File: src/logic/tlk2711_link_pkg.sv
`default_nettype none

package tlk2711_link_pkg;

    ////////////////////////////////////////
    // 8b/10b characters
    ////////////////////////////////////////

    // comma and its data partner
    localparam logic [7:0] K28_5 = 8'hBC;
    localparam logic [7:0] D5_6  = 8'hC5;
    // start of frame
    localparam logic [7:0] K28_2 = 8'h5C;
    localparam logic [7:0] K27_7 = 8'hFB;
    // end of frame
    localparam logic [7:0] K29_7 = 8'hFD;
    localparam logic [7:0] K30_7 = 8'hFE;

    // link word width, one txd word per clock
    localparam int LANE_W = 16;

    // coded words, upper byte goes on the msb lane
    localparam logic [LANE_W-1:0] COMMA_WORD = {D5_6, K28_5};
    localparam logic [LANE_W-1:0] SOF_WORD   = {K28_2, K27_7};
    localparam logic [LANE_W-1:0] EOF_WORD   = {K29_7, K30_7};

    // transmit mode, any code other than KCODE runs as normal framing
    typedef enum logic [2:0] {
        NORM  = 3'd0,
        KCODE = 3'd1
    } tx_mode_e;

endpackage

`default_nettype wire

File: src/logic/tx_frame_pkg.sv
`default_nettype none

package tx_frame_pkg;

    ////////////////////////////////////////
    // frame format
    ////////////////////////////////////////

    // two fixed header words after the start code
    localparam logic [15:0] HEAD_0 = 16'hEB90;
    localparam logic [15:0] HEAD_1 = 16'hE116;

    // file sign word is {TX_IND, FILE_END or zero}
    localparam logic [7:0] TX_IND   = 8'h81;
    localparam logic [7:0] FILE_END = 8'h01;

    // frame number counter
    localparam int FRAME_CNT_W = 24;

    ////////////////////////////////////////
    // sequencer states
    ////////////////////////////////////////

    typedef enum logic [3:0] {
        IDLE      = 4'd0,
        BEGIN     = 4'd1,
        SYNC      = 4'd2,
        SOF       = 4'd3,
        HEAD      = 4'd4,
        FILE_SIGN = 4'd5,
        FRAME_NUM = 4'd6,
        LENGTH    = 4'd7,
        DATA      = 4'd8,
        CHECKSUM  = 4'd9,
        EOF       = 4'd10,
        GAP       = 4'd11,
        INTERRUPT = 4'd12
    } frame_state_e;

endpackage

`default_nettype wire

File: src/logic/tx_word_builder.sv
`default_nettype none

module tx_word_builder
    import tlk2711_link_pkg::*;
    import tx_frame_pkg::*;
(
    input  logic                   clk,
    input  logic                   i_soft_reset,
    input  frame_state_e           i_state,
    input  tx_mode_e               i_mode,
    input  logic [LANE_W-1:0]      i_fifo_word,
    input  logic [FRAME_CNT_W-1:0] i_frame_num,
    input  logic [15:0]            i_valid_len,
    input  logic                   i_last_frame,
    output logic [LANE_W-1:0]      o_txd,
    output logic                   o_tkmsb,
    output logic                   o_tklsb,
    output logic                   o_enable,
    output logic                   o_lckrefn
);

    logic [LANE_W-1:0] word;
    logic [1:0]        kflags;
    logic [LANE_W-1:0] checksum;
    logic              head_second;

    // word select, kflags is {msb, lsb}
    always_comb begin
        word   = COMMA_WORD;
        kflags = 2'b01;
        if (i_mode == KCODE) begin
            word   = SOF_WORD;
            kflags = 2'b11;
        end else begin
            case (i_state)
                SOF: begin
                    word   = SOF_WORD;
                    kflags = 2'b11;
                end
                HEAD: begin
                    word   = head_second ? HEAD_1 : HEAD_0;
                    kflags = 2'b00;
                end
                FILE_SIGN: begin
                    word   = {TX_IND, i_last_frame ? FILE_END : 8'h00};
                    kflags = 2'b00;
                end
                FRAME_NUM: begin
                    word   = i_frame_num[LANE_W-1:0];
                    kflags = 2'b00;
                end
                LENGTH: begin
                    word   = i_valid_len;
                    kflags = 2'b00;
                end
                DATA: begin
                    word   = i_fifo_word;
                    kflags = 2'b00;
                end
                CHECKSUM: begin
                    word   = checksum;
                    kflags = 2'b00;
                end
                EOF: begin
                    word   = EOF_WORD;
                    kflags = 2'b11;
                end
                default: ;
            endcase
        end
    end

    // running sum from file sign through the last data word
    always_ff @(posedge clk) begin
        if (i_state == SOF) begin
            checksum <= '0;
        end else if (i_state inside {FILE_SIGN, FRAME_NUM, LENGTH, DATA}) begin
            checksum <= checksum + word;
        end
    end

    always_ff @(posedge clk) begin
        if (i_soft_reset) begin
            head_second <= 1'b0;
            o_txd       <= COMMA_WORD;
            o_tkmsb     <= 1'b0;
            o_tklsb     <= 1'b1;
            o_enable    <= 1'b0;
            o_lckrefn   <= 1'b0;
        end else begin
            head_second <= (i_state == HEAD) && !head_second;
            // output holds during the interrupt window
            if (i_state != INTERRUPT) begin
                o_txd              <= word;
                {o_tkmsb, o_tklsb} <= kflags;
            end
            o_enable  <= 1'b1;
            o_lckrefn <= 1'b1;
        end
    end

endmodule

`default_nettype wire

File: config.mk
export PLATFORM = sky130hd
export DESIGN_NAME = tx_word_builder
export DESIGN_NICKNAME = d
export VERILOG_FILES = /design/src/logic/tlk2711_link_pkg.sv /design/src/logic/tx_frame_pkg.sv /design/src/logic/tx_word_builder.sv
export SDC_FILE = /design/constraint.sdc
export NUM_CORES = 1
export LEC_CHECK = 0
export BUFFER_PORTS_ARGS = -buffer_cell sky130_fd_sc_hd__buf_2
export CAP_MARGIN = 20
export CELL_PAD_IN_SITES_DETAIL_PLACEMENT = 2
export CELL_PAD_IN_SITES_GLOBAL_PLACEMENT = 2
export CORE_MARGIN = 3
export CORE_UTILIZATION = 30
export DETAILED_ROUTE_END_ITERATION = 10
export HOLD_SLACK_MARGIN = 0.03
export PLACE_DENSITY_LB_ADDON = 0.1
export SLEW_MARGIN = 5
export SYNTH_ARGS = -nofsm -noshare
export SYNTH_HDL_FRONTEND = slang
export SYNTH_SLANG_ARGS = --single-unit
File: constraint.sdc
create_clock -name clk -period 6 [get_ports clk]
set_input_delay 0.9 -clock clk [delete_from_list [all_inputs] [get_ports clk]]
set_output_delay 0.9 -clock clk [all_outputs]
set_load 0.05 [all_outputs]
### Word-level counts from Yosys, hierarchy flattened

Index checks and enable logic that the tools add are counted.

* bits in registers: 36
* latch bits: 0
* bits in writable memories: 0
* ROM bits: 0
* input port bits: 66
* output and inout bits: 20
* word-level logic and storage cells: 29
* memories: 0

* add/sub/neg operators: 1
* multipliers: 0
* div/mod/pow operators: 0
* magnitude comparators: 0
* equality and inequality tests: 10
* shift operators: 0
* mux-type cells: 7
* bitwise gates (word level): 0
* reduce and logical (&&, ||, !) cells: 5

Operators with widths (count)
* one-hot mux 16 bit (8 select lines): 1
* adder 16 bit: 1
* equality test 4 x 3 -> 1 bit, second input constant: 4
* two-way mux 16 bit: 1
* equality test 4 bit, second input constant: 3
* two-way mux 12 bit: 1
* OR reduction 6 bit: 1
* equality test 4 x 2 -> 1 bit, second input constant: 1
* != test 4 bit, second input constant: 1
* one-hot mux 2 bit (2 select lines): 1
* nonzero test 4 bit: 1
* equality test 3 x 1 -> 1 bit, second input constant: 1
* two-way mux 1 bit: 2
* two-way mux 2 bit: 1
* OR reduction 2 bit: 1
* logical AND 1 bit: 1
* logical NOT 1 bit: 1

### Logic depth before layout (Yosys ltp)

Gate-level depths: netlist (run 1).

* word-level depth: 4
* mapped depth: 15
* mapped depth without buffers: 12

### Worst setup path after synthesis (run 1)

Ideal clock, no wire load.

* path type: input -> register
* from: input i_state[0]
* to: register checksum[10]
* setup time: 0.125 ns
* data arrival time: 3.520 ns
* data required time: 5.875 ns
* slack: 2.354 ns
* stages on the path: 14
* path buffers: 2
* path through: buf_2 -> nor2_1 -> and2_1 -> buf_2 -> a221oi_1 -> nand3_1 -> ha_1 -> fa_1 -> a21o_1 -> a21oi_1 -> nor2_1 -> o21ai_0 -> nor4b_1 -> nor3_1

* cells in the longest elaborated chain, start to end: 4
* elaborated cells between the ends (all ways): 12
* those cells by class: 1 x add/sub; 8 x eq/ne; 2 x mux; 1 x reduce/logical

RTL lines
* from (decl): line tx_word_builder.sv:9 `input frame_state_e i_state,`
* equality test 4 bit (tied with other cells): line tx_word_builder.sv:35 `case (i_state)`
* one-hot mux 16 bit (8 select lines) *: line tx_word_builder.sv:35
* two-way mux 16 bit *: line tx_word_builder.sv:31 `if (i_mode == KCODE) begin`
* via word[0]: line tx_word_builder.sv:22 `logic [LANE_W-1:0] word;`
* adder 16 bit *: line tx_word_builder.sv:78 `checksum <= checksum + word;`
* to (signal assigned): line tx_word_builder.sv:78
* to (decl): line tx_word_builder.sv:24 `logic [LANE_W-1:0] checksum;`

The timed path passes the listed nets; every way through them passes the cells marked *.
A chain may end at the register's enable or synchronous reset.

### Final worst setup path (run 1)

* from: input i_state[3]
* to: register checksum[10]

The elaborated chain is that of the path after synthesis.

==> results of run 1 <==
-- critical path, cell delays in order --
cell and delay [ns]:
buf_2 0.27, or3b_1 0.53, nor2_2 0.58, a21oi_1 0.16, a21oi_1 0.29, ha_1 0.34, a21o_1 0.20, a21oi_1 0.30
nor2_1 0.17, o21ai_0 0.33, nor4b_1 0.28, nor3_1 0.08
-- sequential cells by signal, summed over array words and instances (netlist names) --
register / cells
o_lckrefn: 1
o_tklsb: 1
o_txd: 16
head_second: 1
checksum: 16
o_tkmsb: 1
-- area by class of cell --
| class | instances | area (µm²) | area share, % |
|---|---|---|---|
| clock buffers | 5 | 68.82 | 2.157 |
| clock inverters | 3 | 42.54 | 1.333 |
| inverters | 6 | 22.52 | 0.7059 |
| multi-input cells | 292 | 1812 | 56.78 |
| flip-flops and latches | 36 | 720.7 | 22.59 |
| well taps | 105 | 131.4 | 4.118 |
| repair buffers | 78 | 392.9 | 12.31 |
-- metrics by stage --
| stage | utilization [%] | std cells | cell area (µm²) | hold slack (ns) |
|---|---|---|---|---|
| 2_1_floorplan | - | 359 | 2665 | 0.4339 |
| 3_3_place_gp | 36.56 | 517 | 3079 | 0.4557 |
| 3_5_place_dp | 36.56 | 517 | 3079 | 0.4727 |
| 4_1_cts | 37.88 | 525 | 3191 | 0.4921 |
| 5_1_grt | 37.88 | 525 | 3191 | 0.5185 |
| 6_report | 37.88 | 525 | 3191 | 0.4896 |
-- power breakdown --
part	internal [mW]	switching, mW
clock	0.123	0.0953
combinational	0.234	0.353
sequential	0.302	0.0655
-- layer usage --
layer | share of wire [%] | vias up | routed length (µm) | track usage [%]
met5 | 0 | - | 0 | 0
met2 | 49 | 67 | 5316 | 37.31
met3 | 4.5 | 10 | 488 | 2.919
li1 | - | 1454 | - | -
met4 | 1.2 | 0 | 129 | 3.731
met1 | 45 | 1502 | 4920 | 30.41
-- cells by family (layout without fill, tap and decap cells) --
group | Yosys count | after routing | synth area share, %
AO/OA/AOI/OAI | 110 | 110 | 26.71
XOR/XNOR | 7 | 7 | 2.301
adder cells (fa/ha/maj) | 16 | 16 | 7.793
buffers and inverters | 31 | 92 | 5.258
flip-flops | 36 | 36 | 27.04
multiplexers | 6 | 6 | 2.347
AND/OR/NAND/NOR | 153 | 153 | 28.55
-- layout by cell type, fill, tap and decap left out, types with 5 or more instances in the layout --
cell type,count
nand3_1,24
or3_1,6
nor3_1,14
a21o_1,8
ha_1,15
clkbuf_8,5
o21ai_0,26
o211ai_1,5
buf_2,77
a211oi_1,5
a222oi_1,9
nand4_1,6
nand2_1,45
nor2_1,24
dfxtp_1,36
inv_1,5
a22oi_1,5
a21oi_1,34
nor2b_1,5
nand2b_1,6
-- worst min-delay path by stage --
| stage | cells after the start | from | slack, ns | endpoint |
|---|---|---|---|---|
| 2_1_floorplan | 1 | checksum[15]$_SDFFE_PP0N_ | 0.43 | checksum[15]$_SDFFE_PP0N_ |
| 3_3_place_gp | 2 | o_txd[8]$_SDFFE_PP1P_ | 0.46 | o_txd[8]$_SDFFE_PP1P_ |
| 3_5_place_dp | 1 | checksum[15]$_SDFFE_PP0N_ | 0.47 | checksum[15]$_SDFFE_PP0N_ |
| 4_1_cts | 2 | checksum[3]$_SDFFE_PP0N_ | 0.49 | checksum[3]$_SDFFE_PP0N_ |
| 5_1_grt | 2 | o_txd[2]$_SDFFE_PP1P_ | 0.52 | o_txd[2]$_SDFFE_PP1P_ |
| 6_report | 2 | checksum[3]$_SDFFE_PP0N_ | 0.49 | checksum[3]$_SDFFE_PP0N_ |
==> metrics.cfg, run 1 <==
[outcome]
status=finished clean

[floorplanning]
floorplan.core_area_um2=8423
die_width_um=100.3
fp.dieH_um=100.3
placement_rows=33
floorplan.initialDensity_pct=31.64
top_level_ports=86
fp.dieArea_um2=10050

[synthesis]
yosysWarningCount=0
synth_enable_flop_cells=0
ys_top_cells_by_count=45 x nand2_1, 36 x dfxtp_1, 34 x a21oi_1, 26 x o21ai_0
synth_largest_type_area_fraction_pct=27.04
synth_sequential_area_ratio_pct=27.04
dominantRegCellSynth=dfxtp_1
synth_cell_types=52
synth.top_cells.by_area=dfxtp_1 27%, ha_1 7.0%, a21oi_1 6.4%
syn_area_um2=2665
post_synth.cell_area_avg_um2=7.424
synthMostInstantiatedCell=nand2_1
syn-instance-count=359
synth_top_area_cell=dfxtp_1
syn-num-nets=441
ys_async_sr_fraction_pct=0
postSynthRegisterBits=36

[finish]
layout-area-overhead-vs-synth_pct=19.72
post_route_cells_drive_above_1_share_pct=21.90
design.final.nets=501
number_of_inserted_filler_cells_in_the_final_layout=995
insertedDiodeCount=0

[worst_setup_path]
worst-setup-path-type=input port to register
setup.worst_path.end_class=register
cp_startpoint_kind=input port
worstReg2RegEnd=checksum[10]$_SDFFE_PP0N_
worst_setup_path_startpoint=i_state[3]
worst_reg2reg_path_startpoint=checksum[0]$_SDFFE_PP0N_
worst_ep_required_time_ns=6.18
timing.reg2reg.setup_slack_ns=2.99
ff2ff_path_depth=11
critical_path_peak_fanout=18
critPathCapture=checksum[10]$_SDFFE_PP0N_
arrival_ns=4.45

[grt]
number_of_antenna_violations_at_the_first_check_in_global_routing=0
grt_max_degree=24
grt_overflow=0
first_global_vias=3249
total_global_route_track_usage_pct=22.08
grt_first_pass_wirelength_um=17550

[timing]
finalSetupTns_ns=0
slew-limit-headroom_pct=31.21
hold_viol=0
post-route-min-period_ns=4.265
report.final.slew_viol_count=0
final.setup.worst_slack_ns=1.735
tightest_slew_ns=1.026
finalClockSkew_ns=0.008901
setup_viol=0
rsz_0062_raised_after_global_routing=false
final_clock_period_utilization_by_the_worst_path_pct=71.09
achievable-frequency_ghz=0.2344

[cts]
numClockSinks=36
tritoncts=done
clk_transition_reported_paths_ns=0.08
postCtsSetupBuffers=0
cts-root-buf=clkbuf_8
post_cts_hold_buffer_count=0
clock_latency_ns=0.29
cts_max_level=2
cts-resized-gates=0
tritoncts.num_buffers=5
cts_buffer_depth=2

[placement]
dp_hpwl_um=8419
dp_worst_setup_slack_ns=1.435
routabilityCongestion=0.8156
port_buffers=77

[power_and_ir_drop]
leak_pwr_nw=1.364
totalPowerFinal_mw=1.172
power.ir.vdd_worst_mv=0.1457
power_per_cell_area_nw_per_um2=367.3

[routing]
drtPass1Iterations=7
ant_nets=0
num_vias=3033
postRouteWirelength_um=10860
wire_per_inst_um=20.68
remaining_drc_errors=0
drt-initial-drc-count=132
route.detailed.vias_per_inst=5.777

[worst_hold_path]
hold_path_class=register to register

[flow_run]
max_cap_violations=0

Note: power is estimated with default switching activity, not from simulation.
==> run 2, diff against run 1 <==
--- a/config.mk
+++ b/config.mk
@@ -10,7 +10,7 @@
 export CELL_PAD_IN_SITES_DETAIL_PLACEMENT = 2
 export CELL_PAD_IN_SITES_GLOBAL_PLACEMENT = 2
 export CORE_MARGIN = 3
-export CORE_UTILIZATION = 30
+export CORE_UTILIZATION = 28
 export DETAILED_ROUTE_END_ITERATION = 10
 export HOLD_SLACK_MARGIN = 0.03
 export PLACE_DENSITY_LB_ADDON = 0.1
==> constraint.sdc (replaced) <==
create_clock -name clk -period 4.1 [get_ports clk]
set_input_delay 0.615 -clock clk [delete_from_list [all_inputs] [get_ports clk]]
set_output_delay 0.615 -clock clk [all_outputs]
set_load 0.05 [all_outputs]
==> metrics.cfg, run 2 (same netlist as run 1, synthesis figures left out) <==
[outcome]
status=finished clean  ; unchanged

[timing]
rsz_0062_raised_after_global_routing=false  ; unchanged
finalClockSkew_ns=0.005348  ; was 0.008901 ns
report.final.slew_viol_count=0  ; unchanged
tightest_slew_ns=1.053  ; was 1.026 ns
achievable-frequency_ghz=0.2832
final_clock_period_utilization_by_the_worst_path_pct=86.11
hold_viol=0  ; unchanged
fin_worst_hold_slack_ns=0.4731  ; was 0.4896 ns
setup_viol=0  ; unchanged
post-route-min-period_ns=3.531
final.setup.worst_slack_ns=0.5694  ; was 1.735 ns
finalSetupTns_ns=0  ; unchanged
slew-limit-headroom_pct=29.43  ; was 31.21%

[power_and_ir_drop]
power.ir.vdd_worst_mv=0.2135  ; was 0.1457 mV
power_per_cell_area_nw_per_um2=514.9  ; was 367.3 nW/µm²
leak_pwr_nw=1.480  ; was 1.364 nW
totalPowerFinal_mw=1.741  ; was 1.172 mW

[placement]
routabilityCongestion=0.8102  ; was 0.8156
dp_worst_setup_slack_ns=0.2767  ; was 1.435 ns
port_buffers=77  ; unchanged
dp_cells=563  ; was 517
placedInstanceArea_um2=3293  ; was 3079 µm²
dp_hpwl_um=9000  ; was 8419 µm

[worst_setup_path]
worst-setup-path-type=input port to register  ; unchanged
setup.worst_path.end_class=register  ; unchanged
critical_path_peak_fanout=19  ; was 18
path_cells=buf_2 > or3b_1 > nor2_2 > buf_4 > a222oi_1 > nand3_1 > ha_1 > o211ai_1 > o211ai_1 > a31oi_1 > a21oi_1 > mux2i_1 > mux2i_1  ; was buf_2 > or3b_1 > nor2_2 > a21oi_1 > a21oi_1 > ha_1 > a21o_1 > a21oi_1 > nor2_1 > o21ai_0 > nor4b_1 > nor3_1
cp_startpoint_kind=input port  ; unchanged
arrival_ns=3.75  ; was 4.45 ns
worst_ep_required_time_ns=4.32  ; was 6.18 ns
slowest_stage_delay_cp_ns=0.44  ; was 0.58 ns
library_cell_contributing_the_largest_single_delay_on_the_critical_path=ha_1  ; was nor2_2

[cts]
post_cts_hold_buffer_count=0  ; unchanged
clock_latency_ns=0.29  ; about the same
tritoncts=done  ; unchanged
cts_buffer_depth=2  ; unchanged
cts-root-buf=clkbuf_8  ; unchanged
tritoncts.num_buffers=5  ; unchanged
cts-resized-gates=0  ; unchanged
numClockSinks=36  ; unchanged
cts_max_level=2  ; unchanged
postCtsSetupBuffers=0  ; unchanged
clk_transition_reported_paths_ns=0.08  ; about the same

[grt]
grt_first_pass_wirelength_um=18260  ; was 17550 µm
grt_max_degree=20  ; was 24
total_global_route_track_usage_pct=21.19  ; was 22.08%
number_of_antenna_violations_at_the_first_check_in_global_routing=0  ; unchanged
grt_overflow=0  ; unchanged
first_global_vias=3335  ; was 3249

[finish]
post_route_cells_drive_above_1_share_pct=26.29  ; was 21.90%
layout-area-overhead-vs-synth_pct=26.85  ; was 19.72%
stdcell_area_um2=3381  ; was 3191 µm²
design.final.nets=526  ; was 501
utilization_pct=37.66  ; was 37.88%
reg.largest.list=checksum (16), o_txd (16)  ; unchanged
mostFrequentLayoutCells=77 x buf_2, 45 x nand2_1, 36 x dfxtp_1  ; unchanged
insertedDiodeCount=0  ; unchanged
final_cells=571  ; was 525
layout.cells.most_common=buf_2  ; unchanged

[routing]
route.detailed.vias_per_inst=5.438  ; was 5.777
wire_per_inst_um=20.04  ; was 20.68 µm
postRouteWirelength_um=11440  ; was 10860 µm
num_vias=3105  ; was 3033
drt-initial-drc-count=131  ; was 132
remaining_drc_errors=0  ; unchanged
ant_nets=0  ; unchanged
drtPass1Iterations=5  ; was 7

[worst_hold_path]
hold_path_class=register to register  ; unchanged

[floorplanning]
floorplan.initialDensity_pct=29.69  ; was 31.64%
placement_rows=34  ; was 33
fp.dieH_um=103.6  ; was 100.3 µm
floorplan.core_area_um2=8976  ; was 8423 µm²
die_width_um=103.6  ; was 100.3 µm
top_level_ports=86  ; unchanged
fp.dieArea_um2=10720  ; was 10050 µm²

[flow_run]
max_cap_violations=0  ; unchanged

-- run 2: critical path, delay by kind of cell --
kind                       cells  cell delay (ns)
AOI/OAI and AO/OA              5             1.15
and+or+nand+nor                3             0.64
buffers and inverters          2             0.45
muxes                          2             0.45
adders and majority gates      1             0.44
-- run 2: routing by layer --
layer | part of all wire [%] | GRT usage (%) | routed length, µm
met5 | 0 | 0 | 0
met4 | 0.96 | 4.274 | 110
met3 | 3.9 | 3.420 | 447
met2 | 49 | 37.57 | 5614
met1 | 46 | 27.19 | 5271
-- run 2: final cells by class --
cell class | count | area (µm²)
clock buffers | 5 | 68.82
well taps | 126 | 157.7
repair buffers | 103 | 580.6
inverters | 6 | 22.52
multi-input cells | 292 | 1812
fillers | 1097 | 5595
clock inverters | 3 | 18.77
flip-flops and latches | 36 | 720.7
-- run 2: worst paths after layout --
check / cells after the start / slack (ns) / endpoint / from
min reg2reg: 2 / 0.47 / o_txd[15]$_SDFFE_PP1P_ / o_txd[15]$_SDFFE_PP1P_
min: 2 / 0.47 / o_txd[15]$_SDFFE_PP1P_ / o_txd[15]$_SDFFE_PP1P_
max: 13 / 0.57 / checksum[15]$_SDFFE_PP0N_ / i_state[2]
max reg2reg: 10 / 1.12 / checksum[15]$_SDFFE_PP0N_ / head_second$_SDFF_PP0_
-- run 2: power breakdown --
part	internal [mW]	total (mW)	switching (mW)	leakage (nW)
clock	0.119	0.264	0.145	0.0479
sequential	0.441	0.520	0.0789	0.299
combinational	0.406	0.957	0.551	1.13
