## config.mk

```make
export PLATFORM = sky130hd
export DESIGN_NAME = tx_frame_ctrl
export DESIGN_NICKNAME = d
export VERILOG_FILES = /design/src/logic/tlk2711_link_pkg.sv /design/src/logic/tx_frame_pkg.sv /design/src/logic/tx_frame_ctrl.sv
export SDC_FILE = /design/constraint.sdc
export NUM_CORES = 1
export LEC_CHECK = 0
export BUFFER_PORTS_ARGS = -buffer_cell sky130_fd_sc_hd__buf_2
export CAP_MARGIN = 20
export CORE_MARGIN = 4
export CORE_UTILIZATION = 48
export CTS_CLUSTER_SIZE = 28
export DETAILED_ROUTE_END_ITERATION = 6
export PLACE_DENSITY = 0.89
export REMOVE_ABC_BUFFERS = 1
export SLEW_MARGIN = 20
export SYNTH_ARGS = -nofsm -noshare
export SYNTH_HDL_FRONTEND = slang
export SYNTH_SLANG_ARGS = --single-unit
```

## constraint.sdc

```tcl
create_clock -name clk -period 4.7 [get_ports clk]
set_input_delay 0.47 -clock clk [delete_from_list [all_inputs] [get_ports clk]]
set_output_delay 0.47 -clock clk [all_outputs]
set_load 0.02 [all_outputs]
```

## src/logic/tlk2711_link_pkg.sv

```systemverilog
`default_nettype none

package tlk2711_link_pkg;

    ////////////////////////////////////////
    // 8b/10b characters
    ////////////////////////////////////////

    // comma and its data partner
    localparam logic [7:0] K28_5 = 8'hBC;
    localparam logic [7:0] D5_6  = 8'hC5;
    // start of frame
    localparam logic [7:0] K28_2 = 8'h5C;
    localparam logic [7:0] K27_7 = 8'hFB;
    // end of frame
    localparam logic [7:0] K29_7 = 8'hFD;
    localparam logic [7:0] K30_7 = 8'hFE;

    // link word width, one txd word per clock
    localparam int LANE_W = 16;

    // coded words, upper byte goes on the msb lane
    localparam logic [LANE_W-1:0] COMMA_WORD = {D5_6, K28_5};
    localparam logic [LANE_W-1:0] SOF_WORD   = {K28_2, K27_7};
    localparam logic [LANE_W-1:0] EOF_WORD   = {K29_7, K30_7};

    // transmit mode, any code other than KCODE runs as normal framing
    typedef enum logic [2:0] {
        NORM  = 3'd0,
        KCODE = 3'd1
    } tx_mode_e;

endpackage

`default_nettype wire

```

## src/logic/tx_frame_pkg.sv

```systemverilog
`default_nettype none

package tx_frame_pkg;

    ////////////////////////////////////////
    // frame format
    ////////////////////////////////////////

    // two fixed header words after the start code
    localparam logic [15:0] HEAD_0 = 16'hEB90;
    localparam logic [15:0] HEAD_1 = 16'hE116;

    // file sign word is {TX_IND, FILE_END or zero}
    localparam logic [7:0] TX_IND   = 8'h81;
    localparam logic [7:0] FILE_END = 8'h01;

    // frame number counter
    localparam int FRAME_CNT_W = 24;

    ////////////////////////////////////////
    // sequencer states
    ////////////////////////////////////////

    typedef enum logic [3:0] {
        IDLE      = 4'd0,
        BEGIN     = 4'd1,
        SYNC      = 4'd2,
        SOF       = 4'd3,
        HEAD      = 4'd4,
        FILE_SIGN = 4'd5,
        FRAME_NUM = 4'd6,
        LENGTH    = 4'd7,
        DATA      = 4'd8,
        CHECKSUM  = 4'd9,
        EOF       = 4'd10,
        GAP       = 4'd11,
        INTERRUPT = 4'd12
    } frame_state_e;

endpackage

`default_nettype wire

```

## src/logic/tx_frame_ctrl.sv

```systemverilog
`default_nettype none

module tx_frame_ctrl
    import tlk2711_link_pkg::*;
    import tx_frame_pkg::*;
#(
    parameter int SYNC_CYCLES = 6,
    parameter int GAP_CYCLES  = 257
) (
    input  logic                   clk,
    input  logic                   i_soft_reset,
    input  logic                   i_tx_start,
    input  tx_mode_e               i_tx_mode,
    input  logic [15:0]            i_tx_packet_body,
    input  logic [15:0]            i_tx_packet_tail,
    input  logic [FRAME_CNT_W-1:0] i_tx_body_num,
    input  logic [15:0]            i_tx_intr_width,
    input  logic [LANE_W:0]        i_fifo_level,
    output frame_state_e           o_state,
    output tx_mode_e               o_mode,
    output logic                   o_fifo_rd,
    output logic                   o_dma_enable,
    output logic [FRAME_CNT_W-1:0] o_frame_num,
    output logic [15:0]            o_valid_len,
    output logic                   o_last_frame,
    output logic                   o_tx_interrupt
);

    frame_state_e           state;
    frame_state_e           next_state;
    tx_mode_e               mode;
    logic                   cfg_flag;
    logic                   dma_en;
    logic                   tail_sent;
    logic [FRAME_CNT_W-1:0] frame_cnt;
    logic [15:0]            step_cnt;
    logic [15:0]            step_limit;
    logic                   step_done;
    logic                   frame_ready;
    logic                   intr_done;

    ////////////////////////////////////////
    // configuration
    ////////////////////////////////////////

    always_ff @(posedge clk) begin
        if (i_soft_reset) begin
            mode     <= NORM;
            cfg_flag <= 1'b0;
            dma_en   <= 1'b0;
        end else if (i_tx_start) begin
            mode     <= i_tx_mode;
            cfg_flag <= 1'b1;
            dma_en   <= (i_tx_mode != KCODE);
        end else if (intr_done) begin
            cfg_flag <= 1'b0;
        end
    end

    // the tail length goes with the last frame number
    assign o_last_frame = (frame_cnt == i_tx_body_num);
    assign o_valid_len  = o_last_frame ? i_tx_packet_tail : i_tx_packet_body;
    assign frame_ready  = (i_fifo_level >= {2'b00, o_valid_len[15:1]});

    ////////////////////////////////////////
    // sequencer
    ////////////////////////////////////////

    // cycles spent in each state
    always_comb begin
        case (state)
            SYNC:      step_limit = 16'(SYNC_CYCLES);
            HEAD:      step_limit = 16'd2;
            DATA:      step_limit = {1'b0, o_valid_len[15:1]};
            GAP:       step_limit = 16'(GAP_CYCLES);
            INTERRUPT: step_limit = i_tx_intr_width;
            default:   step_limit = 16'd1;
        endcase
    end

    assign step_done = (step_cnt == step_limit - 16'd1);
    assign intr_done = (state == INTERRUPT) && step_done;

    always_comb begin
        next_state = state;
        case (state)
            IDLE:      if (cfg_flag && frame_ready) next_state = BEGIN;
            BEGIN:     next_state = SYNC;
            SYNC:      if (step_done) next_state = SOF;
            SOF:       next_state = HEAD;
            HEAD:      if (step_done) next_state = FILE_SIGN;
            FILE_SIGN: next_state = FRAME_NUM;
            FRAME_NUM: next_state = LENGTH;
            LENGTH:    next_state = DATA;
            DATA:      if (step_done) next_state = CHECKSUM;
            CHECKSUM:  next_state = EOF;
            EOF:       next_state = GAP;
            GAP: begin
                // keep sending commas until the next frame is buffered
                if (step_done && tail_sent) begin
                    next_state = INTERRUPT;
                end else if (step_done && frame_ready) begin
                    next_state = SOF;
                end
            end
            INTERRUPT: if (step_done) next_state = IDLE;
            default:   next_state = IDLE;
        endcase
        // kcode mode never frames
        if (mode == KCODE) begin
            next_state = IDLE;
        end
    end

    always_ff @(posedge clk) begin
        if (i_soft_reset) begin
            state <= IDLE;
        end else begin
            state <= next_state;
        end
    end

    // shared step counter restarts on every state change and saturates
    always_ff @(posedge clk) begin
        if (i_soft_reset || (state != next_state)) begin
            step_cnt <= '0;
        end else if (!step_done) begin
            step_cnt <= step_cnt + 16'd1;
        end
    end

    always_ff @(posedge clk) begin
        if (i_soft_reset || intr_done) begin
            frame_cnt <= '0;
            tail_sent <= 1'b0;
        end else if (state == EOF) begin
            frame_cnt <= frame_cnt + 1'b1;
            tail_sent <= o_last_frame;
        end
    end

    assign o_state        = state;
    assign o_mode         = mode;
    assign o_fifo_rd      = (state == DATA);
    assign o_dma_enable   = dma_en;
    assign o_frame_num    = frame_cnt;
    assign o_tx_interrupt = (state == INTERRUPT);

    ////////////////////////////////////////
    // checks
    ////////////////////////////////////////

    // kcode is only latched while the sequencer sits in idle
    a_kcode_idle: assert property (
        @(posedge clk) disable iff (i_soft_reset) (mode == KCODE) |-> (state == IDLE)
    );

    // every frame up to the tail went out before the interrupt
    a_intr_after_tail: assert property (
        @(posedge clk) disable iff (i_soft_reset)
        o_tx_interrupt |-> tail_sent && (frame_cnt == i_tx_body_num + 1'b1)
    );

endmodule

`default_nettype wire

```

== After elaboration in Yosys (flattened, before gate mapping) ==
Index checks and enable logic that the tools add are counted.

* Register bits: 50
* Output and inout bits: 51
* Bits of input ports: 95

* $add $sub $neg: 3
* Reductions and logical operators: 8
* Multiplexer cells: 13
* Equal/unequal tests: 17
* Magnitude comparators: 1

{| class="wikitable"
|+ Operators by type and width
! kind !! count
|-
| $pmux W16 S5 || 1
|-
| $pmux W4 S13 || 1
|-
| $mux W4 || 8
|-
| $add A24 B1 Y24 const B || 1
|-
| $eq A24 B24 Y1 || 1
|-
| $eq A4 B4 Y1 const B || 5
|-
| $ge A17 B15 Y1 || 1
|-
| $add A16 B1 Y16 const B || 1
|-
| $eq A16 B16 Y1 || 1
|-
| $eq A4 B3 Y1 const B || 4
|-
| $mux W16 || 1
|-
| $sub A16 B1 Y16 const B || 1
|-
| $eq A4 B2 Y1 const B || 2
|-
| $eq A4 B1 Y1 const B || 1
|-
| $logic_and A1 B1 Y1 || 4
|-
| $logic_not A4 Y1 || 1
|-
| $ne A4 B4 Y1 || 1
|-
| $eq A3 B1 Y1 const B || 1
|-
| $ne A3 B1 Y1 const B || 1
|-
| $logic_or A1 B1 Y1 || 2
|-
| $mux W1 || 2
|-
| $reduce_bool A2 Y1 || 1
|}

== Logic depth before layout (Yosys ltp) ==
Gate-level depths: netlist of the first run.

* Word-level depth: 12
* Mapped depth: 25
* Depth with buffers taken out: 21

== Worst setup path after synthesis of the first run ==
OpenSTA, ideal clock, no wires.

* Path kind: register -> register
* Start: register frame_cnt[11], in the netlist o_frame_num[11]
* End: register step_cnt[1]
* Buffers on the path: 3
* Slack: -0.206 ns
* Required time: 4.578 ns
* Cell stages (with the launch flop): 20
* Data arrival time: 4.784 ns
* Period minus slack after synthesis: 4.906 ns
* Path through: dfxtp_1 -> xor2_1 -> nor4_2 -> and2_1 -> buf_4 -> nand2_1 -> a31o_2 -> a31oi_1 -> ha_1 -> inv_1 -> a211o_1 -> nor4_1 -> xor2_1 -> or4_1 -> a31oi_1 -> and4_4 -> buf_4 -> buf_6 -> mux2i_1 -> nor3_2

* Cells in the longest elaborated chain, start to end: 12
* Elaborated cells on any way between the ends: 20
* Classes of those cells: 1 x add/sub; 1 x order compare; 3 x eq/ne; 11 x mux; 4 x reduce/logical

{| class="wikitable"
|+ RTL lines
! element !! line !! source
|-
| start: declaration || tx_frame_ctrl.sv:35 || <nowiki>logic [FRAME_CNT_W-1:0] frame_cnt;</nowiki>
|-
| start signal: assignment || tx_frame_ctrl.sv:137 || <nowiki>frame_cnt <= frame_cnt + 1'b1;</nowiki>
|-
| $eq A24 B24 Y1 (*) || tx_frame_ctrl.sv:61 || <nowiki>assign o_last_frame = (frame_cnt == i_tx_body_num);</nowiki>
|-
| $mux W16 (*) || tx_frame_ctrl.sv:62 || <nowiki>assign o_valid_len = o_last_frame ? i_tx_packet_tail : i_tx_packet_body;</nowiki>
|-
| $pmux W16 S5 || tx_frame_ctrl.sv:71 || <nowiki>case (state)</nowiki>
|-
| $sub A16 B1 Y16 || tx_frame_ctrl.sv:81 || <nowiki>assign step_done = (step_cnt == step_limit - 16'd1);</nowiki>
|-
| $eq A16 B16 Y1 || tx_frame_ctrl.sv:81 ||
|-
| $logic_and A1 B1 Y1 || tx_frame_ctrl.sv:102 || <nowiki>end else if (step_done && frame_ready) begin</nowiki>
|-
| $mux W4 || tx_frame_ctrl.sv:102 ||
|-
| $mux W4 || tx_frame_ctrl.sv:100 || <nowiki>if (step_done && tail_sent) begin</nowiki>
|-
| $pmux W4 S13 || tx_frame_ctrl.sv:86 || <nowiki>case (state)</nowiki>
|-
| $mux W4 || tx_frame_ctrl.sv:110 || <nowiki>if (mode == KCODE) begin</nowiki>
|-
| $ne A4 B4 Y1 || tx_frame_ctrl.sv:125 || <nowiki>if (i_soft_reset || (state != next_state)) begin</nowiki>
|-
| $logic_or A1 B1 Y1 || tx_frame_ctrl.sv:125 ||
|-
| end signal: assignment || tx_frame_ctrl.sv:128 || <nowiki>step_cnt <= step_cnt + 16'd1;</nowiki>
|-
| end: declaration || tx_frame_ctrl.sv:36 || <nowiki>logic [15:0] step_cnt;</nowiki>
|}

Every way passes the cells marked *; elsewhere a longest branch is shown, timed or not.
A chain may end at the register's enable or synchronous reset.

== Final worst setup path of the first run ==
* Start: register frame_cnt[13], in the netlist o_frame_num[13]
* End: register step_cnt[8]

The elaborated chain is that of the path after synthesis.

==> flow_summary.ini, run 1 <==
[synth]
synth_cell_type_count = 66
synth_simple_gate_area_share_pct = 31.9
synth_top_family_by_area = simple AND/OR/NAND/NOR gates
syn_avg_cell_area_um2 = 7.34
syn_inst = 639
synth_area_um2 = 4690
synth_ff_type = dfxtp_1
ys_seq_area_share_pct = 21.4
ys_warn_count = 0
ys_ff_latch = 50
synthXorXnorAreaFrac_pct = 12.5
synth_compound_area_share_pct = 20.0
async_flop_share_pct = 0
synthMuxAreaShare_pct = 3.60
synthAdderAreaFrac_pct = 4.80
synth_edf_count = 0

[drt]
wl_um = 16100
antenna_left = 0
vias = 5642
drc = 0
viasPerCell = 6.05
wl_per_cell_um = 17.2
drt-initial-drc-count = 561
drt-pass1-iter-count = 7

[global_route]
grt_pass1_wl_um = 24400
use_met2_pct = 44.0
grtUsageTotal_pct = 26.0
met3_usage_pct = 4.46
grt_overflow = 0
grt_antenna_before_repair = 0
grt_max_degree = 26
grt_util_met1_pct = 31.9
grt_pass1_vias = 5224
busiest_layer = met2

[placement]
dp_hpwl_um = 12500
portBuffers = 145
post-place-cells = 924
routabilityCongestion = 0.961
placed_area_um2 = 5750

[clock_tree]
clk_pin_slew_ns = 0.09
cts_made_buffers = 5
clock-sinks = 50
cts_tree = yes
cts_hold_buf = 0
htreeDepth = 2
clockRootBuffer = clkbuf_8
cts_max_path_buffers = 2
clkLatencyLatePin_ns = 0.30

[finish]
diodes = 0
design_area_um2 = 5970
layout.nets = 917
drive_gt1_share_pct = 30.0
instances_no_fill = 933
area_growth_syn_to_layout_pct = 27.4

[setup_path]
cp_max_fo = 7
path_cells = xor2_1 -> nor4_2 -> and4_4 -> nand2_1 -> a31o_2 -> a31oi_2 -> ha_1 -> inv_1 -> a211o_1 -> nor4_2 -> buf_4 -> xor2_1 -> or4_1 -> a31oi_4 -> and4_4 -> buf_4 -> o31ai_1 -> a211oi_1
cp_slowest_cell = or4_1
reg2reg_slack_ns = 0.19
cp_data_required_time_ns = 4.91
path_buf_inv = 3
worstPathArrival_ns = 4.72
critPathTopFamily = simple AND/OR/NAND/NOR gates
setup.worst_path.end_class = register
critPathMaxStageDelay_ns = 0.50
criticalPathCategory = reg2reg
crit_path_start_kind = register

[flow_run]
maxCapViolCount = 0

[power]
leakagePower_nw = 2.70
powerDensity_nw_per_um2 = 228
peakVddDrop_v = 0.000176
p_total_mw = 1.36

[sta]
hold-worst-slack_ns = 0.433
finalHoldViolations = 0
fin_crit_sh_pct = 96.0
slew_headroom_pct = 55.7
finalCriticalPeriod_ns = 4.51
fin_skew_ns = 0.00956
setup_viol = 0
clock.fmax_mhz = 222
finalMaxSlewViolations = 0
setup_tns_ns = 0
worst_slew_pin_slew_ns = 0.660

[hold_path]
min_path_type = in2reg

[outcome]
status = finished clean

[die]
floorplan.die_area_um2 = 11400
ios = 146
die_w_um = 107
coreArea_um2 = 9370
start_util_pct = 50.0
die_height_um = 107
std_cell_rows = 35
==> synthesized netlist by cell type, drive strengths merged, types with 18 or more instances <==
| cell | count | area (µm²) |
|---|---|---|
| a21oi | 36 | 180 |
| clkbuf | 20 | 75.1 |
| dfxtp | 50 | 1000 |
| ha | 18 | 225 |
| inv | 29 | 109 |
| nand2 | 85 | 319 |
| nand3 | 24 | 120 |
| nand4 | 24 | 150 |
| nor2 | 54 | 203 |
| nor3 | 23 | 125 |
| o21ai | 19 | 95.1 |
| xor2 | 51 | 447 |
==> flip-flops by register name, indices dropped and copies added, names as in the netlist <==
signal        count
step_cnt         16
cfg_flag          1
tail_sent         1
o_mode            3
o_frame_num      24
o_dma_enable      1
o_state           4
==> where the power goes <==
group          internal [mW]  switching [mW]
Sequential             0.436          0.0200
Combinational          0.260           0.340
Clock                  0.170           0.136
==> metal layers <==
layer / up-vias / wire (µm)
met4: 0 / 817
met2: 389 / 7370
li1: 2654 / -
met3: 78 / 1680
met1: 2521 / 6210
met5: - / 0
==> layout make-up <==
cell class                      instances  area (µm²)
Sequential cell                        50        1010
Inverter                               29         109
Timing Repair Buffer                  189        1070
Multi-Input combinational cell        529        3510
Fill cell                             827        3400
Clock inverter                          1        30.0
Tap cell                              129         161
Clock buffer                            6        82.6
==> worst register-to-register path, delay by kind of cell (launching register included) <==
family                     cells  cell delay, ns
AOI/OAI and AO/OA              6            1.36
xor gates and xnor gates       2            0.25
buffers and inverters          3            0.38
and+or+nand+nor                6            1.87
adders and majority gates      1            0.19
DFF                            1            0.37
==> through the flow <==
stage | worst slack [ns] | util, %
after floorplan | -0.768 | -
after global placement | 0.0551 | 61.4
after detailed placement | -0.0655 | 61.4
after CTS | 0.0867 | 62.6
after global routing | -0.0680 | 63.7
final | 0.189 | 63.7
==> placed cells by master, fill, tap and decap left out, drive strengths merged, types with 3 or more instances in the layout <==
| master | netlist | routed |
|---|---|---|
| buf | 12 | 189 |
| nand2 | 85 | 85 |
| nor2 | 54 | 54 |
| xor2 | 51 | 51 |
| dfxtp | 50 | 50 |
| a21oi | 36 | 36 |
| inv | 29 | 29 |
| nand4 | 24 | 24 |
| nand3 | 24 | 24 |
| nor3 | 23 | 23 |
| o21ai | 19 | 19 |
| ha | 18 | 18 |
| xnor2 | 16 | 16 |
| or3 | 13 | 13 |
| nor4 | 12 | 12 |
| or4 | 11 | 11 |
| o211ai | 10 | 10 |
| and3 | 10 | 10 |
| mux2i | 9 | 9 |
| o31ai | 9 | 9 |
| a211oi | 9 | 9 |
| and2 | 8 | 8 |
| o21a | 8 | 8 |
| a31oi | 8 | 8 |
| mux2 | 7 | 7 |
| nor2b | 6 | 6 |
| clkbuf | 20 | 6 |
| and4 | 5 | 6 |
| a21o | 4 | 4 |
| o311ai | 3 | 3 |
| nor3b | 3 | 3 |
| o41ai | 3 | 3 |
| o2111ai | 3 | 3 |
| a2bb2oi | 3 | 3 |
| nand2b | 3 | 3 |
| or2 | 3 | 3 |
==> final timing paths <==
path                                 startpoint          end  depth (start not counted)
worst min register to register        o_mode[0]    o_mode[0]                          2
worst min-delay path               i_tx_mode[1]    o_mode[1]                          3
worst max register to register  o_frame_num[13]  step_cnt[8]                         18
worst max-delay path            o_frame_num[13]  step_cnt[8]                         18
==> cells by family (layout without fill, tap and decap cells) <==
kind of cell,count (synthesis),after routing
AO/OA/AOI/OAI,135,135
AND/OR/NAND/NOR,292,293
XOR/XNOR,67,67
multiplexers,16,16
flip-flops,50,50
adder cells (fa/ha/maj),18,18
buffers and inverters,61,225
==> what timing repair did <==
item	in CTS	in global routing
endpoints found under the setup margin	0	45
resized for setup	0	23
setup buffers	0	1
No activity file was read; power rests on OpenSTA's default activity.
==> run 2: changes to the inputs <==
SETUP_SLACK_MARGIN = 0.5   (was default)
==> run 2 against run 1 <==
Clock skew down 0.0031 ns. Via count rose by 3.3%. First-iteration DRC count increased by 2.3%. Count of clock-buffer cells in the layout stayed put. Utilization up 5.3 points. Clock power rose by 2%. Power increased by 7.9%. Highest routed layer unchanged.
==> flow_summary.ini, run 2 (synthesis results as in run 1) <==
[die]
die_w_um = 107
start_util_pct = 50.0
std_cell_rows = 35
floorplan.die_area_um2 = 11400
die_height_um = 107
coreArea_um2 = 9370
ios = 146

[sta]
setup_tns_ns = 0
hold-worst-slack_ns = 0.428
worst_slew_pin_slew_ns = 0.691
rsz0062_at_grt = yes
finalCriticalPeriod_ns = 4.46
slew_headroom_pct = 53.7
clock.fmax_mhz = 224
layout_setup_ws_ns = 0.235
fin_skew_ns = 0.00650
finalHoldViolations = 0
fin_crit_sh_pct = 95.0
finalMaxSlewViolations = 0
setup_viol = 0

[finish]
final_cell_mix = 145 x buf_2, 83 x nand2_1, 56 x buf_4
area_growth_syn_to_layout_pct = 37.9
fillerInstances = 744
largest_reg_flops = 24
multi_input_area_um2 = 3790
layout_commonest_cell = buf_2
diodes = 0
design_area_um2 = 6470
seqCellArea_um2 = 1040
layout.nets = 937
drive_gt1_share_pct = 37.6

[outcome]
status = finished clean

[drt]
wl_per_cell_um = 18.3
vias = 5826
drt-initial-drc-count = 574
drc = 0
drt-pass1-iter-count = 6
wl_um = 17500
antenna_left = 0
viasPerCell = 6.11

[global_route]
grt_pass1_vias = 5609
grt_antenna_before_repair = 0
grtUsageTotal_pct = 28.7
grt_overflow = 0
grt_pass1_wl_um = 26700
grt_max_degree = 26

[setup_path]
criticalPathCategory = reg2reg
cp_data_required_time_ns = 4.94
setup.worst_path.end_class = register
cp_max_fo = 13
crit_path_start_kind = register
worstPathArrival_ns = 4.70

[placement]
routabilityCongestion = 0.961
portBuffers = 145
dp_hpwl_um = 12500
placed_area_um2 = 5750
pre_cts_slack_ns = -0.0655

[clock_tree]
clockRootBuffer = clkbuf_8
cts_hold_buf = 0
clock-sinks = 50
clk_pin_slew_ns = 0.09
clkLatencyLatePin_ns = 0.30
cts_max_path_buffers = 2
htreeDepth = 2
cts_made_buffers = 5
cts_tree = yes

[flow_run]
maxCapViolCount = 0

[hold_path]
min_path_type = in2reg

[power]
leakagePower_nw = 2.85
p_total_mw = 1.47
peakVddDrop_v = 0.000179
powerDensity_nw_per_um2 = 227
[run 2: cell types whose count changed in the layout (fill, tap and decap cells not counted), sizes merged]
cell and delta:
inv -2, buf +20, clkinvlp +2
[run 2: routing by layer]
metal | wire length (µm) | vias to the layer above | track usage, %
li1 | - | 2696 | -
met1 | 6600 | 2614 | 33.4
met2 | 8100 | 428 | 48.7
met3 | 1830 | 88 | 5.42
met4 | 945 | 0 | 17.1
met5 | 0 | - | 0
[run 2: path summary, 6_finish.rpt]
kind | end | cells past startpoint | slack (ns) | startpoint
worst min-delay path | o_mode[0] | 3 | 0.43 | i_tx_mode[0]
worst min register to register | cfg_flag | 2 | 0.49 | cfg_flag
worst max-delay path | step_cnt[7] | 16 | 0.24 | o_frame_num[19]
worst max register to register | step_cnt[7] | 16 | 0.24 | o_frame_num[19]
[run 2: through the flow]
step                      cells  util (%)
after global routing        953      69.0
after CTS                   950      67.5
after global placement      924      61.4
final                       953      69.0
after detailed placement    924      61.4
after floorplan             607         -
[run 2: layout make-up]
| type | instances | area share (%) |
|---|---|---|
| well taps | 129 | 2.50 |
| inverters | 29 | 1.80 |
| multi-input cells | 529 | 58.6 |
| flip-flops and latches | 50 | 16.1 |
| clock buffers | 6 | 1.28 |
| clock inverters | 1 | 0.464 |
| repair buffers | 209 | 19.3 |
[run 2: report_power, final]
group          leakage [nW]  switching [mW]  internal, mW  total, mW
registers             0.415          0.0208         0.432      0.453
logic                  2.38           0.386         0.319      0.705
clock network        0.0573           0.142         0.170      0.313
total                  2.85           0.549         0.922       1.47
[run 2: critical path: stages, from the launching register on]
cell and delay (ns):
dfxtp_4 0.37, xor2_2 0.19, nor4_4 0.38, and4_4 0.32
nand2_4 0.09, mux2_4 0.33, a21oi_2 0.13, ha_2 0.19
inv_2 0.04, a211o_1 0.28, or4_1 0.53, a32oi_1 0.28
a211oi_2 0.12, and4_4 0.25, buf_6 0.16, or4_1 0.55
a21oi_2 0.18
[run 2: timing repair]
| item | 4_1_cts | 5_1_grt |
|---|---|---|
| hold endpoints to repair | 0 | 0 |
| cloned | 1 | 0 |
| endpoints found under the setup margin | 46 | 46 |
| setup buffers | 18 | 3 |
| pin swaps | 29 | 10 |
| resized for setup | 72 | 29 |
